File: src/core_pkg.sv
package core_pkg;

    localparam int xlen       = 32;
    localparam int reg_addr_w = 5;

    typedef struct packed {
        logic [xlen-1:0] pc;
        logic [xlen-1:0] inst;
    } fetch_t;

    typedef enum logic [3:0] {
        alu_add,
        alu_sub,
        alu_slt,
        alu_sltu,
        alu_and,
        alu_nor,
        alu_or,
        alu_xor,
        alu_sll,
        alu_srl,
        alu_sra,
        alu_lui
    } alu_op_e;

    typedef enum logic [3:0] {
        br_none,
        br_beq,
        br_bne,
        br_blt,
        br_bge,
        br_bltu,
        br_bgeu,
        br_b,
        br_bl,
        br_jirl
    } br_kind_e;

    typedef struct packed {
        logic [xlen-1:0]       pc;
        alu_op_e               alu_op;
        logic [xlen-1:0]       alu_src1;
        logic [xlen-1:0]       alu_src2;
        logic [xlen-1:0]       rj_value;
        logic [xlen-1:0]       rkd_value;
        br_kind_e              br_kind;
        logic [xlen-1:0]       br_offs;
        logic                  rf_we;
        logic [reg_addr_w-1:0] rf_waddr;
    } decoded_t;

    typedef struct packed {
        logic                  we;
        logic [reg_addr_w-1:0] waddr;
        logic [xlen-1:0]       wdata;
    } wb_t;

    typedef struct packed {
        logic [xlen-1:0] pc;
        wb_t             wb;
    } retire_t;

    typedef struct packed {
        logic            taken;
        logic [xlen-1:0] target;
    } redirect_t;

endpackage

File: src/instr_queue.sv
`timescale 1ns/1ps

module instr_queue
    import core_pkg::*;
#(
    parameter int queue_depth = 4
) (
    input  logic      clk,
    input  logic      resetn,
    input  logic      fetch_valid,
    input  fetch_t    fetch,
    output logic      fetch_credit,
    input  logic      pop,
    input  redirect_t redirect,
    output logic      head_valid,
    output fetch_t    head
);
    localparam int ptr_w = (queue_depth > 1) ? $clog2(queue_depth) : 1;
    localparam int cnt_w = $clog2(queue_depth + 1);

    fetch_t           mem [queue_depth];
    logic [ptr_w-1:0] wr_ptr;
    logic [ptr_w-1:0] rd_ptr;
    logic [cnt_w-1:0] count;
    logic             push;
    logic             do_pop;

    function automatic logic [ptr_w-1:0] next_ptr(input logic [ptr_w-1:0] p);
        return (p == ptr_w'(queue_depth - 1)) ? '0 : p + 1'b1;
    endfunction

    // a push racing a redirect is on the wrong path
    assign push       = fetch_valid & ~redirect.taken;
    assign do_pop     = pop & head_valid;
    assign head_valid = (count != '0);
    assign head       = mem[rd_ptr];
    // sender resets its own count on redirect
    assign fetch_credit = do_pop & ~redirect.taken;

    always_ff @(posedge clk) begin
        if (!resetn || redirect.taken) begin
            wr_ptr <= '0;
            rd_ptr <= '0;
            count  <= '0;
        end else begin
            if (push) begin
                wr_ptr <= next_ptr(wr_ptr);
            end
            if (do_pop) begin
                rd_ptr <= next_ptr(rd_ptr);
            end
            count <= count + cnt_w'(push) - cnt_w'(do_pop);
        end
    end

    always_ff @(posedge clk) begin
        if (push) begin
            mem[wr_ptr] <= fetch;
        end
    end

    // sender must respect its credits
    a_no_push_when_full: assert property (@(posedge clk) disable iff (!resetn)
        push |-> (count != cnt_w'(queue_depth)));

endmodule

File: src/decode_stage.sv
`timescale 1ns/1ps

module decode_stage
    import core_pkg::*;
(
    input  logic      clk,
    input  logic      resetn,
    input  logic      head_valid,
    input  fetch_t    head,
    output logic      pop,
    input  logic      hold,
    input  redirect_t redirect,
    input  wb_t       ex_fwd,
    input  wb_t       wb,
    output logic      dec_valid,
    output decoded_t  dec
);
    logic [xlen-1:0]       rf [32];
    logic [xlen-1:0]       inst;
    logic [reg_addr_w-1:0] rd;
    logic [reg_addr_w-1:0] rj;
    logic [reg_addr_w-1:0] rkd_addr;
    logic [xlen-1:0]       si12;
    logic [xlen-1:0]       ui12;
    logic [xlen-1:0]       offs16;
    logic [xlen-1:0]       offs26;
    logic [xlen-1:0]       imm;
    logic [xlen-1:0]       rj_value;
    logic [xlen-1:0]       rkd_value;
    alu_op_e               alu_op;
    br_kind_e              br_kind;
    logic                  writes_rd;
    logic                  link;
    logic                  is_u20;
    logic                  is_pcaddu12i;
    logic                  is_ui12;
    logic                  src1_is_pc;
    logic                  src2_is_imm;
    logic [reg_addr_w-1:0] dest;
    decoded_t              dec_next;

    function automatic logic [xlen-1:0] read_operand(
        input logic [reg_addr_w-1:0] addr,
        input logic [xlen-1:0]       rf_value,
        input wb_t                   fwd,
        input wb_t                   w
    );
        if (addr == '0) begin
            return '0;
        end else if (fwd.we && fwd.waddr == addr) begin
            return fwd.wdata;
        end else if (w.we && w.waddr == addr) begin
            return w.wdata;
        end
        return rf_value;
    endfunction

    always_ff @(posedge clk) begin
        if (wb.we && wb.waddr != '0) begin
            rf[wb.waddr] <= wb.wdata;
        end
    end

    assign inst   = head.inst;
    assign rd     = inst[4:0];
    assign rj     = inst[9:5];
    assign si12   = {{20{inst[21]}}, inst[21:10]};
    assign ui12   = {20'b0, inst[21:10]};
    assign offs16 = {{14{inst[25]}}, inst[25:10], 2'b00};
    assign offs26 = {{4{inst[9]}}, inst[9:0], inst[25:10], 2'b00};

    // alu op from the opcode fields; anything unmatched writes nothing
    always_comb begin
        alu_op    = alu_add;
        writes_rd = 1'b1;
        casez (inst[31:15])
            {6'h00, 4'h0, 2'h1, 5'h00}, {6'h00, 4'ha, 7'b???????},
            {6'h07, 1'b0, 10'b??????????}, {6'h13, 11'b???????????},
            {6'h15, 11'b???????????}: alu_op = alu_add;
            {6'h00, 4'h0, 2'h1, 5'h02}: alu_op = alu_sub;
            {6'h00, 4'h0, 2'h1, 5'h04}, {6'h00, 4'h8, 7'b???????}: alu_op = alu_slt;
            {6'h00, 4'h0, 2'h1, 5'h05}, {6'h00, 4'h9, 7'b???????}: alu_op = alu_sltu;
            {6'h00, 4'h0, 2'h1, 5'h08}: alu_op = alu_nor;
            {6'h00, 4'h0, 2'h1, 5'h09}, {6'h00, 4'hd, 7'b???????}: alu_op = alu_and;
            {6'h00, 4'h0, 2'h1, 5'h0a}, {6'h00, 4'he, 7'b???????}: alu_op = alu_or;
            {6'h00, 4'h0, 2'h1, 5'h0b}, {6'h00, 4'hf, 7'b???????}: alu_op = alu_xor;
            {6'h00, 4'h0, 2'h1, 5'h0e}, {6'h00, 4'h1, 2'h0, 5'h01}: alu_op = alu_sll;
            {6'h00, 4'h0, 2'h1, 5'h0f}, {6'h00, 4'h1, 2'h0, 5'h09}: alu_op = alu_srl;
            {6'h00, 4'h0, 2'h1, 5'h10}, {6'h00, 4'h1, 2'h0, 5'h11}: alu_op = alu_sra;
            {6'h05, 1'b0, 10'b??????????}: alu_op = alu_lui;
            default: writes_rd = 1'b0;
        endcase
    end

    always_comb begin
        case (inst[31:26])
            6'h13:   br_kind = br_jirl;
            6'h14:   br_kind = br_b;
            6'h15:   br_kind = br_bl;
            6'h16:   br_kind = br_beq;
            6'h17:   br_kind = br_bne;
            6'h18:   br_kind = br_blt;
            6'h19:   br_kind = br_bge;
            6'h1a:   br_kind = br_bltu;
            6'h1b:   br_kind = br_bgeu;
            default: br_kind = br_none;
        endcase
    end

    assign link         = (br_kind == br_bl) || (br_kind == br_jirl);
    assign is_pcaddu12i = (inst[31:26] == 6'h07) && !inst[25];
    assign is_u20       = is_pcaddu12i || ((inst[31:26] == 6'h05) && !inst[25]);
    assign is_ui12      = (inst[31:26] == 6'h00) && (inst[25:22] >= 4'hd);
    assign src1_is_pc   = link || is_pcaddu12i;
    assign src2_is_imm  = (inst[31:20] != 12'h001);
    assign imm = link    ? 32'd4 :
                 is_u20  ? {inst[24:5], 12'b0} :
                 is_ui12 ? ui12 : si12;

    // conditional branches compare rj against rd
    assign rkd_addr  = (br_kind inside {br_beq, br_bne, br_blt, br_bge, br_bltu, br_bgeu}) ?
                       rd : inst[14:10];
    assign rj_value  = read_operand(rj, rf[rj], ex_fwd, wb);
    assign rkd_value = read_operand(rkd_addr, rf[rkd_addr], ex_fwd, wb);
    assign dest      = (br_kind == br_bl) ? reg_addr_w'(1) : rd;

    assign dec_next = '{
        pc:        head.pc,
        alu_op:    alu_op,
        alu_src1:  src1_is_pc ? head.pc : rj_value,
        alu_src2:  src2_is_imm ? imm : rkd_value,
        rj_value:  rj_value,
        rkd_value: rkd_value,
        br_kind:   br_kind,
        br_offs:   ((br_kind == br_b) || (br_kind == br_bl)) ? offs26 : offs16,
        rf_we:     writes_rd && (dest != '0),
        rf_waddr:  dest
    };

    assign pop = head_valid & ~hold;

    always_ff @(posedge clk) begin
        if (!resetn || redirect.taken) begin
            dec_valid <= 1'b0;
        end else if (!hold) begin
            dec_valid <= head_valid;
        end
    end

    always_ff @(posedge clk) begin
        if (pop) begin
            dec <= dec_next;
        end
    end

endmodule

File: src/execute_stage.sv
`timescale 1ns/1ps

module execute_stage
    import core_pkg::*;
(
    input  logic      clk,
    input  logic      resetn,
    input  logic      dec_valid,
    input  decoded_t  dec,
    input  logic      hold,
    output wb_t       ex_fwd,
    output redirect_t redirect,
    output logic      ex_valid,
    output retire_t   ex_res
);
    logic [xlen-1:0] alu_res;
    logic [xlen-1:0] target;
    logic            rj_eq_rkd;
    logic            lt_s;
    logic            lt_u;
    logic            br_taken;
    logic            redirect_taken_q;
    logic [xlen-1:0] redirect_target_q;

    always_comb begin
        case (dec.alu_op)
            alu_add:  alu_res = dec.alu_src1 + dec.alu_src2;
            alu_sub:  alu_res = dec.alu_src1 - dec.alu_src2;
            alu_slt:  alu_res = xlen'($signed(dec.alu_src1) < $signed(dec.alu_src2));
            alu_sltu: alu_res = xlen'(dec.alu_src1 < dec.alu_src2);
            alu_and:  alu_res = dec.alu_src1 & dec.alu_src2;
            alu_nor:  alu_res = ~(dec.alu_src1 | dec.alu_src2);
            alu_or:   alu_res = dec.alu_src1 | dec.alu_src2;
            alu_xor:  alu_res = dec.alu_src1 ^ dec.alu_src2;
            alu_sll:  alu_res = dec.alu_src1 << dec.alu_src2[4:0];
            alu_srl:  alu_res = dec.alu_src1 >> dec.alu_src2[4:0];
            alu_sra:  alu_res = $signed(dec.alu_src1) >>> dec.alu_src2[4:0];
            alu_lui:  alu_res = dec.alu_src2;
            default:  alu_res = '0;
        endcase
    end

    assign rj_eq_rkd = (dec.rj_value == dec.rkd_value);
    assign lt_s      = $signed(dec.rj_value) < $signed(dec.rkd_value);
    assign lt_u      = dec.rj_value < dec.rkd_value;

    always_comb begin
        case (dec.br_kind)
            br_beq:                 br_taken = rj_eq_rkd;
            br_bne:                 br_taken = !rj_eq_rkd;
            br_blt:                 br_taken = lt_s;
            br_bge:                 br_taken = !lt_s;
            br_bltu:                br_taken = lt_u;
            br_bgeu:                br_taken = !lt_u;
            br_b, br_bl, br_jirl:   br_taken = 1'b1;
            default:                br_taken = 1'b0;
        endcase
    end

    assign target = ((dec.br_kind == br_jirl) ? dec.rj_value : dec.pc) + dec.br_offs;

    // unregistered result for the bypass into decode
    assign ex_fwd   = '{we: dec_valid & dec.rf_we, waddr: dec.rf_waddr, wdata: alu_res};
    assign redirect = '{taken: redirect_taken_q, target: redirect_target_q};

    always_ff @(posedge clk) begin
        if (!resetn) begin
            ex_valid         <= 1'b0;
            redirect_taken_q <= 1'b0;
        end else begin
            // the slot behind a taken branch is wrong path
            redirect_taken_q <= dec_valid & ~hold & ~redirect_taken_q & br_taken;
            if (!hold) begin
                ex_valid <= dec_valid & ~redirect_taken_q;
            end
        end
    end

    always_ff @(posedge clk) begin
        redirect_target_q <= target;
        if (!hold) begin
            ex_res <= '{pc: dec.pc, wb: '{we: dec.rf_we, waddr: dec.rf_waddr, wdata: alu_res}};
        end
    end

    a_target_aligned: assert property (@(posedge clk) disable iff (!resetn)
        redirect.taken |-> (redirect.target[1:0] == 2'b00));

endmodule

File: src/retire_stage.sv
`timescale 1ns/1ps

module retire_stage
    import core_pkg::*;
#(
    parameter int retire_credits = 2
) (
    input  logic    clk,
    input  logic    resetn,
    input  logic    ex_valid,
    input  retire_t ex_res,
    input  logic    retire_credit,
    output logic    hold,
    output wb_t     wb,
    output logic    retire_valid,
    output retire_t retire
);
    // one spare count so an overflow is still visible
    localparam int cnt_w = $clog2(retire_credits + 2);

    logic             full;
    logic             accept;
    logic [cnt_w-1:0] credit_cnt;
    retire_t          ret_q;

    assign retire_valid = full & (credit_cnt != '0);
    assign hold         = full & (credit_cnt == '0);
    assign accept       = ex_valid & ~hold;
    assign retire       = ret_q;

    // commit as the result enters the retire register
    // keeps it visible to decode two stages back
    assign wb = '{
        we:    accept & ex_res.wb.we,
        waddr: ex_res.wb.waddr,
        wdata: ex_res.wb.wdata
    };

    always_ff @(posedge clk) begin
        if (!resetn) begin
            full       <= 1'b0;
            credit_cnt <= cnt_w'(retire_credits);
        end else begin
            if (accept) begin
                full <= 1'b1;
            end else if (retire_valid) begin
                full <= 1'b0;
            end
            credit_cnt <= credit_cnt - cnt_w'(retire_valid) + cnt_w'(retire_credit);
        end
    end

    always_ff @(posedge clk) begin
        if (accept) begin
            ret_q <= ex_res;
        end
    end

    // receiver never returns more than it was given
    a_credit_bound: assert property (@(posedge clk) disable iff (!resetn)
        credit_cnt <= cnt_w'(retire_credits));

endmodule

File: src/core_top.sv
`timescale 1ns/1ps

module core_top
    import core_pkg::*;
#(
    parameter int queue_depth    = 4,
    parameter int retire_credits = 2
) (
    input  logic      clk,
    input  logic      resetn,
    input  logic      fetch_valid,
    input  fetch_t    fetch,
    output logic      fetch_credit,
    output logic      retire_valid,
    output retire_t   retire,
    input  logic      retire_credit,
    output redirect_t redirect
);
    logic     head_valid;
    fetch_t   head;
    logic     pop;
    logic     hold;
    logic     dec_valid;
    decoded_t dec;
    wb_t      ex_fwd;
    wb_t      wb;
    logic     ex_valid;
    retire_t  ex_res;

    instr_queue #(
        .queue_depth (queue_depth)
    ) u_instr_queue (
        .clk          (clk),
        .resetn       (resetn),
        .fetch_valid  (fetch_valid),
        .fetch        (fetch),
        .fetch_credit (fetch_credit),
        .pop          (pop),
        .redirect     (redirect),
        .head_valid   (head_valid),
        .head         (head)
    );

    decode_stage u_decode_stage (
        .clk        (clk),
        .resetn     (resetn),
        .head_valid (head_valid),
        .head       (head),
        .pop        (pop),
        .hold       (hold),
        .redirect   (redirect),
        .ex_fwd     (ex_fwd),
        .wb         (wb),
        .dec_valid  (dec_valid),
        .dec        (dec)
    );

    execute_stage u_execute_stage (
        .clk       (clk),
        .resetn    (resetn),
        .dec_valid (dec_valid),
        .dec       (dec),
        .hold      (hold),
        .ex_fwd    (ex_fwd),
        .redirect  (redirect),
        .ex_valid  (ex_valid),
        .ex_res    (ex_res)
    );

    retire_stage #(
        .retire_credits (retire_credits)
    ) u_retire_stage (
        .clk           (clk),
        .resetn        (resetn),
        .ex_valid      (ex_valid),
        .ex_res        (ex_res),
        .retire_credit (retire_credit),
        .hold          (hold),
        .wb            (wb),
        .retire_valid  (retire_valid),
        .retire        (retire)
    );

endmodule

File: config.mk
export PLATFORM = sky130hd
export DESIGN_NAME = core_top
export DESIGN_NICKNAME = d
export VERILOG_FILES = /design/src/core_pkg.sv /design/src/instr_queue.sv /design/src/decode_stage.sv /design/src/execute_stage.sv /design/src/retire_stage.sv /design/src/core_top.sv
export SDC_FILE = /design/constraint.sdc
export NUM_CORES = 2
export LEC_CHECK = 0
export BUFFER_PORTS_ARGS = -buffer_cell sky130_fd_sc_hd__buf_2
export CELL_PAD_IN_SITES_DETAIL_PLACEMENT = 1
export CELL_PAD_IN_SITES_GLOBAL_PLACEMENT = 1
export CORE_MARGIN = 10
export CORE_UTILIZATION = 54
export CTS_CLUSTER_DIAMETER = 100
export DETAILED_ROUTE_END_ITERATION = 10
export PLACE_DENSITY_LB_ADDON = 0.12
export SLEW_MARGIN = 5
export SYNTH_ARGS = -nofsm -noshare
export SYNTH_HDL_FRONTEND = slang
export SYNTH_SLANG_ARGS = --single-unit
File: constraint.sdc
create_clock -name clk -period 11 [get_ports clk]
set_input_delay 2.2 -clock clk [delete_from_list [all_inputs] [get_ports clk]]
set_output_delay 2.2 -clock clk [all_outputs]
set_load 0.03 [all_outputs]
# After elaboration in Yosys (flattened, before gate mapping)

Memories as Yosys holds them, arrays and structs flattened. A register that Yosys moved wholly into a read port is not among the register bits.
Index checks and enable logic that the tools add are counted.

Flip-flop bits (word level): 391
Bits in latches: 0
Memory bits (writable): 1280
Bits in read-only memories: 128
Input port bits: 68
Output and inout bits: 105
Logic and storage cells: 207
Memories: 3

$add $sub $neg: 9
$mul: 0
Div/mod/pow operators: 0
$lt $le $gt $ge: 5
Eq/ne operators: 63
Shifts and indexed selects: 3
Muxes and demuxes: 38
Bitwise logic cells: 19
Reduce and logical (&&, ||, !) cells: 40

Memory list:

| memory            | words | bits a word | rd ports | clocked after Yosys merged registers in | write ports | RTL line           | RTL |
|---|---|---|---|---|---|---|---|
| u_decode_stage.rf | 32    | 32          | 2        | 0                                       | 1           | decode_stage.sv:18 | `logic [xlen-1:0] rf [32];` |
| u_instr_queue.mem | 4     | 64          | 1        | 1                                       | 1           | instr_queue.sv:21  | `fetch_t mem [queue_depth];` |
| (name not given)  | 32    | 4           | 1        | 0                                       | 0           | decode_stage.sv:96 | `case (inst[31:26])` |

Operator list:

| cell                                                 | count |
|---|---|
| two-way mux 32 bit                                   | 15 |
| case mux 32 bit (12 select lines)                    | 1 |
| equality test 17 x 6 -> 1 bit, second input constant | 11 |
| less-than comparator 32 bit                          | 4 |
| adder 32 bit                                         | 2 |
| equality test 10 x 4 -> 1 bit, second input constant | 6 |
| equality test 17 x 8 -> 1 bit, second input constant | 3 |
| equality test 4 x 3 -> 1 bit, second input constant  | 12 |
| case mux 4 bit (11 select lines)                     | 1 |
| bitwise AND 32 bit                                   | 1 |
| equality test 32 bit                                 | 1 |
| equality test 4 bit, second input constant           | 8 |
| inverter 32 bit                                      | 1 |
| bitwise OR 32 bit                                    | 1 |
| left shift 32 x 5 -> 32 bit                          | 1 |
| >> shifter 32 x 5 -> 32 bit                          | 1 |
| >>> shifter 32 x 5 -> 32 bit                         | 1 |
| subtractor 32 bit                                    | 1 |
| bitwise XOR 32 bit                                   | 1 |
| equality test 4 x 2 -> 1 bit, second input constant  | 6 |
| OR reduction 24 bit                                  | 1 |
| equality test 5 bit                                  | 4 |
| OR reduction 2 bit                                   | 8 |
| equality test 7 x 4 -> 1 bit, second input constant  | 2 |
| other kinds (30)                                     | 84 |

# Logic depth before layout (Yosys ltp)

An unclocked memory read counts as a cell.

Depth in word-level cells: 12
Depth in mapped cells: 24
Gate-level depth less buffers: 16

# Hierarchy

A second synthesis with hierarchy kept.

Cell total of the unflattened synthesis: 6118
Area total of the unflattened synthesis: 84984.0 um^2

Modules (own cells, without submodules):

| module        | times used | cells an instance | area each (um^2) | seq. area each (um^2) |
|---|---|---|---|---|
| decode_stage  | 1          | 3798              | 57825.5          | 36775.3 |
| execute_stage | 1          | 1817              | 14811.7          | 2782.7 |
| instr_queue   | 1          | 381               | 9799.4           | 7867.5 |
| retire_stage  | 1          | 122               | 2547.4           | 2162.1 |

# Least setup slack after synthesis

Ideal clock, no wire load.

Kind: flip-flop to flip-flop
Start point: reg u_retire_stage.credit_cnt[1]
End point: reg u_instr_queue.count[2]
Library setup time: 121 ps
Arrival: 8113 ps
Data required time: 10879 ps
Slack: 2766 ps
Cell stages (with the launch flop): 14
Buffers on the path: 0
Period minus slack after synthesis: 8234 ps
Cell sequence: dfxtp_1 -> nor2_1 -> and2_1 -> inv_1 -> o31ai_1 -> inv_1 -> ha_1 -> inv_1 -> ha_1 -> inv_1 -> fa_1 -> xor2_1 -> xnor2_1 -> nor2_1

Word-level cells in the longest chain between the ends: 6

Ends and longest elaborated chain:

| element                   | RTL line            | RTL |
|---|---|---|
| from (decl)               | retire_stage.sv:23  | `logic [cnt_w-1:0] credit_cnt;` |
| from (signal assigned)    | retire_stage.sv:42  | `credit_cnt <= cnt_w'(retire_credits);` |
| from (signal assigned)    | retire_stage.sv:49  | `credit_cnt <= credit_cnt - cnt_w'(retire_valid) + cnt_w'(retire_credit);` |
| logical NOT 2 bit         | retire_stage.sv:27  | `assign hold = full & (credit_cnt == '0);` |
| bitwise AND 1 bit         | retire_stage.sv:27  |  |
| inverter 1 bit            | decode_stage.sv:140 | `assign pop = head_valid & ~hold;` |
| bitwise AND 1 bit         | decode_stage.sv:140 |  |
| via pop                   | core_top.sv:21      | `logic pop;` |
| bitwise AND 1 bit         | instr_queue.sv:34   | `assign do_pop = pop & head_valid;` |
| subtractor 3 x 1 -> 3 bit | instr_queue.sv:52   | `count <= count + cnt_w'(push) - cnt_w'(do_pop);` |
| to (signal assigned)      | instr_queue.sv:52   |  |
| to (decl)                 | instr_queue.sv:24   | `logic [cnt_w-1:0] count;` |

The timed path passes the listed nets, and every way through them passes these cells.
A chain may end at the register's enable or synchronous reset.

==> flow_summary.yaml <==
floorplan:
  die_x_um: 415
  ios: 173
  chipHeight_um: 415
  initial_core_util_pct: 54.5
  core_area_mm2: 0.154
  rows: 144
  dieArea_mm2: 0.172
logic_synthesis:
  syn_inst: 5954
  yosysUniqueCellTypes: 91
  synth_top_area_share_pct: 57.8
  synthTopCellsByCount: "edfxtp_1 (1620), nand2_1 (492), mux4_2 (445), mux2i_1 (316), clkbuf_1 (284)"
  yosysWarnings: 0
  synth_area_leaders: "edfxtp_1 (58%), mux4_2 (12%), mux2i_1 (3.8%)"
  ys_seq_elements: 1667
  synth_top_area_cell: "edfxtp_1"
  synthFlopType: "edfxtp_1"
  ys_seq_area_share_pct: 58.9
  async_flop_share_pct: 0
  synth.most_common_cell: "edfxtp_1"
  synth_edf_count: 1620
  syn_area_per_cell_um2: 14.1
  syn_area_mm2: 0.0842
layout:
  multi_input_area_mm2: 0.0328
  seqCellArea_mm2: 0.0496
  num-fill-cells: 14386
  fin_nets: 6296
  instances_no_fill: 8246
  area_delta_synth_final_pct: 10.8
  drive_above_1_share_pct: 19.3
route:
  wl_per_cell_um: 38.8
  wirelength_um: 320000
  drt_iter0_drc: 9704
  ant_nets: 0
  first_pass_iters: 7
  via_count: 61009
  drcViolationCount: 0
  viasPerCell: 7.40
worst_setup_path:
  cp_cell_sequence: "buf_4 > mux4_2 > mux2i_1 > or3_4 > inv_2 > or4_1 > o22ai_4 > nor3_1 > a31oi_4 > buf_4 > buf_4 > o221ai_1 > a211oi_1 > or3_1 > a31oi_1"
  path_max_fanout: 47
  start_kind: "flip-flop"
  cp.required_ns: 11.51
  r2r_end: "u_decode_stage.dec[108]$_DFFE_PP_"
  cpMostUsedCell: "buf_4"
  cpPeakStageDelay_ns: 0.81
  worst_ep_arrival_time_ns: 8.15
  endpoint: "u_decode_stage.dec[108]$_DFFE_PP_"
  path_depth: 15
  reg2reg_setup_slack_ns: 3.36
  slowest_stage: "o22ai_4"
  cp_top_family: "buffers and inverters"
  path_class: "flip-flop to flip-flop"
  critPathBufInv: 4
  reg2reg_depth: 15
  crit_path_end_kind: "flip-flop"
clock_network:
  hold_buffers: 0
  ctsResizeCount: 0
  cts_buffer_depth: 3
  cts_buffers: 173
  clkLatencyLatePin_ns: 0.85
  root_buffer: "clkbuf_16"
  cts_max_level: 4
  clock-sinks: 1667
  cts_setup_buffers: 0
  clk_pin_slew_ns: 0.06
  cts_tree: "done"
run_status:
  status: "completed"
sta:
  fin_tns_setup_ns: 0
  setup_viol: 0
  relSlewSlack_pct: 10.4
  fmax_ghz: 0.131
  finClkSkew_ns: 0.0892
  fin_crit_ns: 7.64
  slew_violations: 0
  rsz0062_at_grt: "false"
  worstMarginPinSlew_ns: 1.34
  hold_viol_final: 0
  finalCritPeriodShare_pct: 69.4
global_routing:
  grt-ovfl-total: 0
  grt_pass1_wl_um: 453000
  grt_util_all_layers_pct: 36.0
  grt_pass1_vias: 61629
  grt_max_degree: 152
  antenna_found_initial: 8
worst_hold_path:
  hold_path_class: "flip-flop to flip-flop"
run:
  max_cap_viol_count: 0
placement:
  io_buffer_count: 172
  place_congestion: 0.952
  hpwl_um: 197000
  dp.cells: 7921
-- worst min path at each step --
stage / startpoint / to / cells past startpoint
2_1_floorplan: u_execute_stage.ex_res[38]$_DFFE_PN_ / u_retire_stage.retire[38]$_DFFE_PP_ / 0
3_3_place_gp: u_execute_stage.ex_res[43]$_DFFE_PN_ / u_retire_stage.retire[43]$_DFFE_PP_ / 0
3_5_place_dp: u_execute_stage.ex_res[47]$_DFFE_PN_ / u_retire_stage.retire[47]$_DFFE_PP_ / 0
4_1_cts: u_execute_stage.ex_res[47]$_DFFE_PN_ / u_retire_stage.retire[47]$_DFFE_PP_ / 0
5_1_grt: u_execute_stage.ex_res[46]$_DFFE_PN_ / u_retire_stage.retire[46]$_DFFE_PP_ / 0
6_report: u_execute_stage.ex_res[47]$_DFFE_PN_ / u_retire_stage.retire[47]$_DFFE_PP_ / 0
-- layout make-up --
| type | count | area share (%) |
|---|---|---|
| Clock buffer | 223 | 4.91 |
| Antenna cell | 3 | 0.00805 |
| Sequential cell | 1667 | 53.2 |
| Inverter | 165 | 0.673 |
| Multi-Input combinational cell | 3718 | 35.2 |
| Tap cell | 2044 | 2.74 |
| Clock inverter | 97 | 0.990 |
| Timing Repair Buffer | 329 | 2.32 |
-- metrics by stage --
step	area [µm²]	utilization, %	setup slack (ns)	hold WS [ns]
3_5_place_dp	87700	56.8	3.62	0.405
3_3_place_gp	87700	56.8	3.75	0.402
4_1_cts	93200	60.4	3.47	0.420
2_1_floorplan	84300	-	2.77	0.400
5_1_grt	93300	60.4	3.09	0.425
6_report	93300	60.4	3.36	0.420
-- logic make-up (layout without fill, tap and decap cells) --
family	count (synthesis)	after routing	share of synthesized area, %
adder cells (fa/ha/maj)	174	174	2.62
flip-flops	1667	1667	58.9
multiplexers	825	825	16.5
other	1	35	0.00446
AO/OA/AOI/OAI	1353	1353	11.4
AND/OR/NAND/NOR	1286	1286	7.18
XOR/XNOR	48	48	0.500
buffers and inverters	600	814	2.84
-- registers in the layout, summed over array words and instances (netlist names), named ones only --
name and flops:
u_execute_stage.ex_valid 1, u_decode_stage.rf 1024, u_instr_queue.wr_ptr 2, u_execute_stage.ex_res 70
u_instr_queue.count 3, u_instr_queue.rd_ptr 2, u_retire_stage.retire 70, u_decode_stage.dec_valid 1
u_decode_stage.dec 200, u_instr_queue.mem 256, u_retire_stage.full 1, u_execute_stage.redirect_target_q 32
u_execute_stage.redirect_taken_q 1, u_retire_stage.credit_cnt 2
-- routing by layer --
layer | vias up | GRT usage, % | wire length [µm]
li1 | 24201 | - | -
met1 | 31457 | 47.0 | 117000
met2 | 4375 | 56.2 | 147000
met3 | 968 | 8.35 | 36300
met4 | 8 | 19.2 | 19500
met5 | - | 0 | 54
-- cells in the final DEF, fill, tap and decap left out, types with 37 or more instances in the layout --
master / n
a211oi_1: 180
o211ai_1: 72
dfxtp_1: 45
nand3_1: 85
mux2i_1: 310
a31oi_1: 88
o21ai_0: 202
clkbuf_16: 174
a21oi_1: 202
mux2_2: 63
nor3_1: 50
nor2_1: 251
ha_1: 170
mux4_2: 442
a311oi_1: 37
edfxtp_1: 1620
a221oi_1: 69
clkbuf_1: 45
o22ai_1: 46
a211o_1: 60
nand2_1: 489
buf_4: 147
o221ai_1: 118
and3_1: 154
inv_1: 159
buf_2: 172
a21o_1: 37
Power is not shown: default switching activity piles up to over one toggle a cycle in this logic, so the estimate is an artifact.
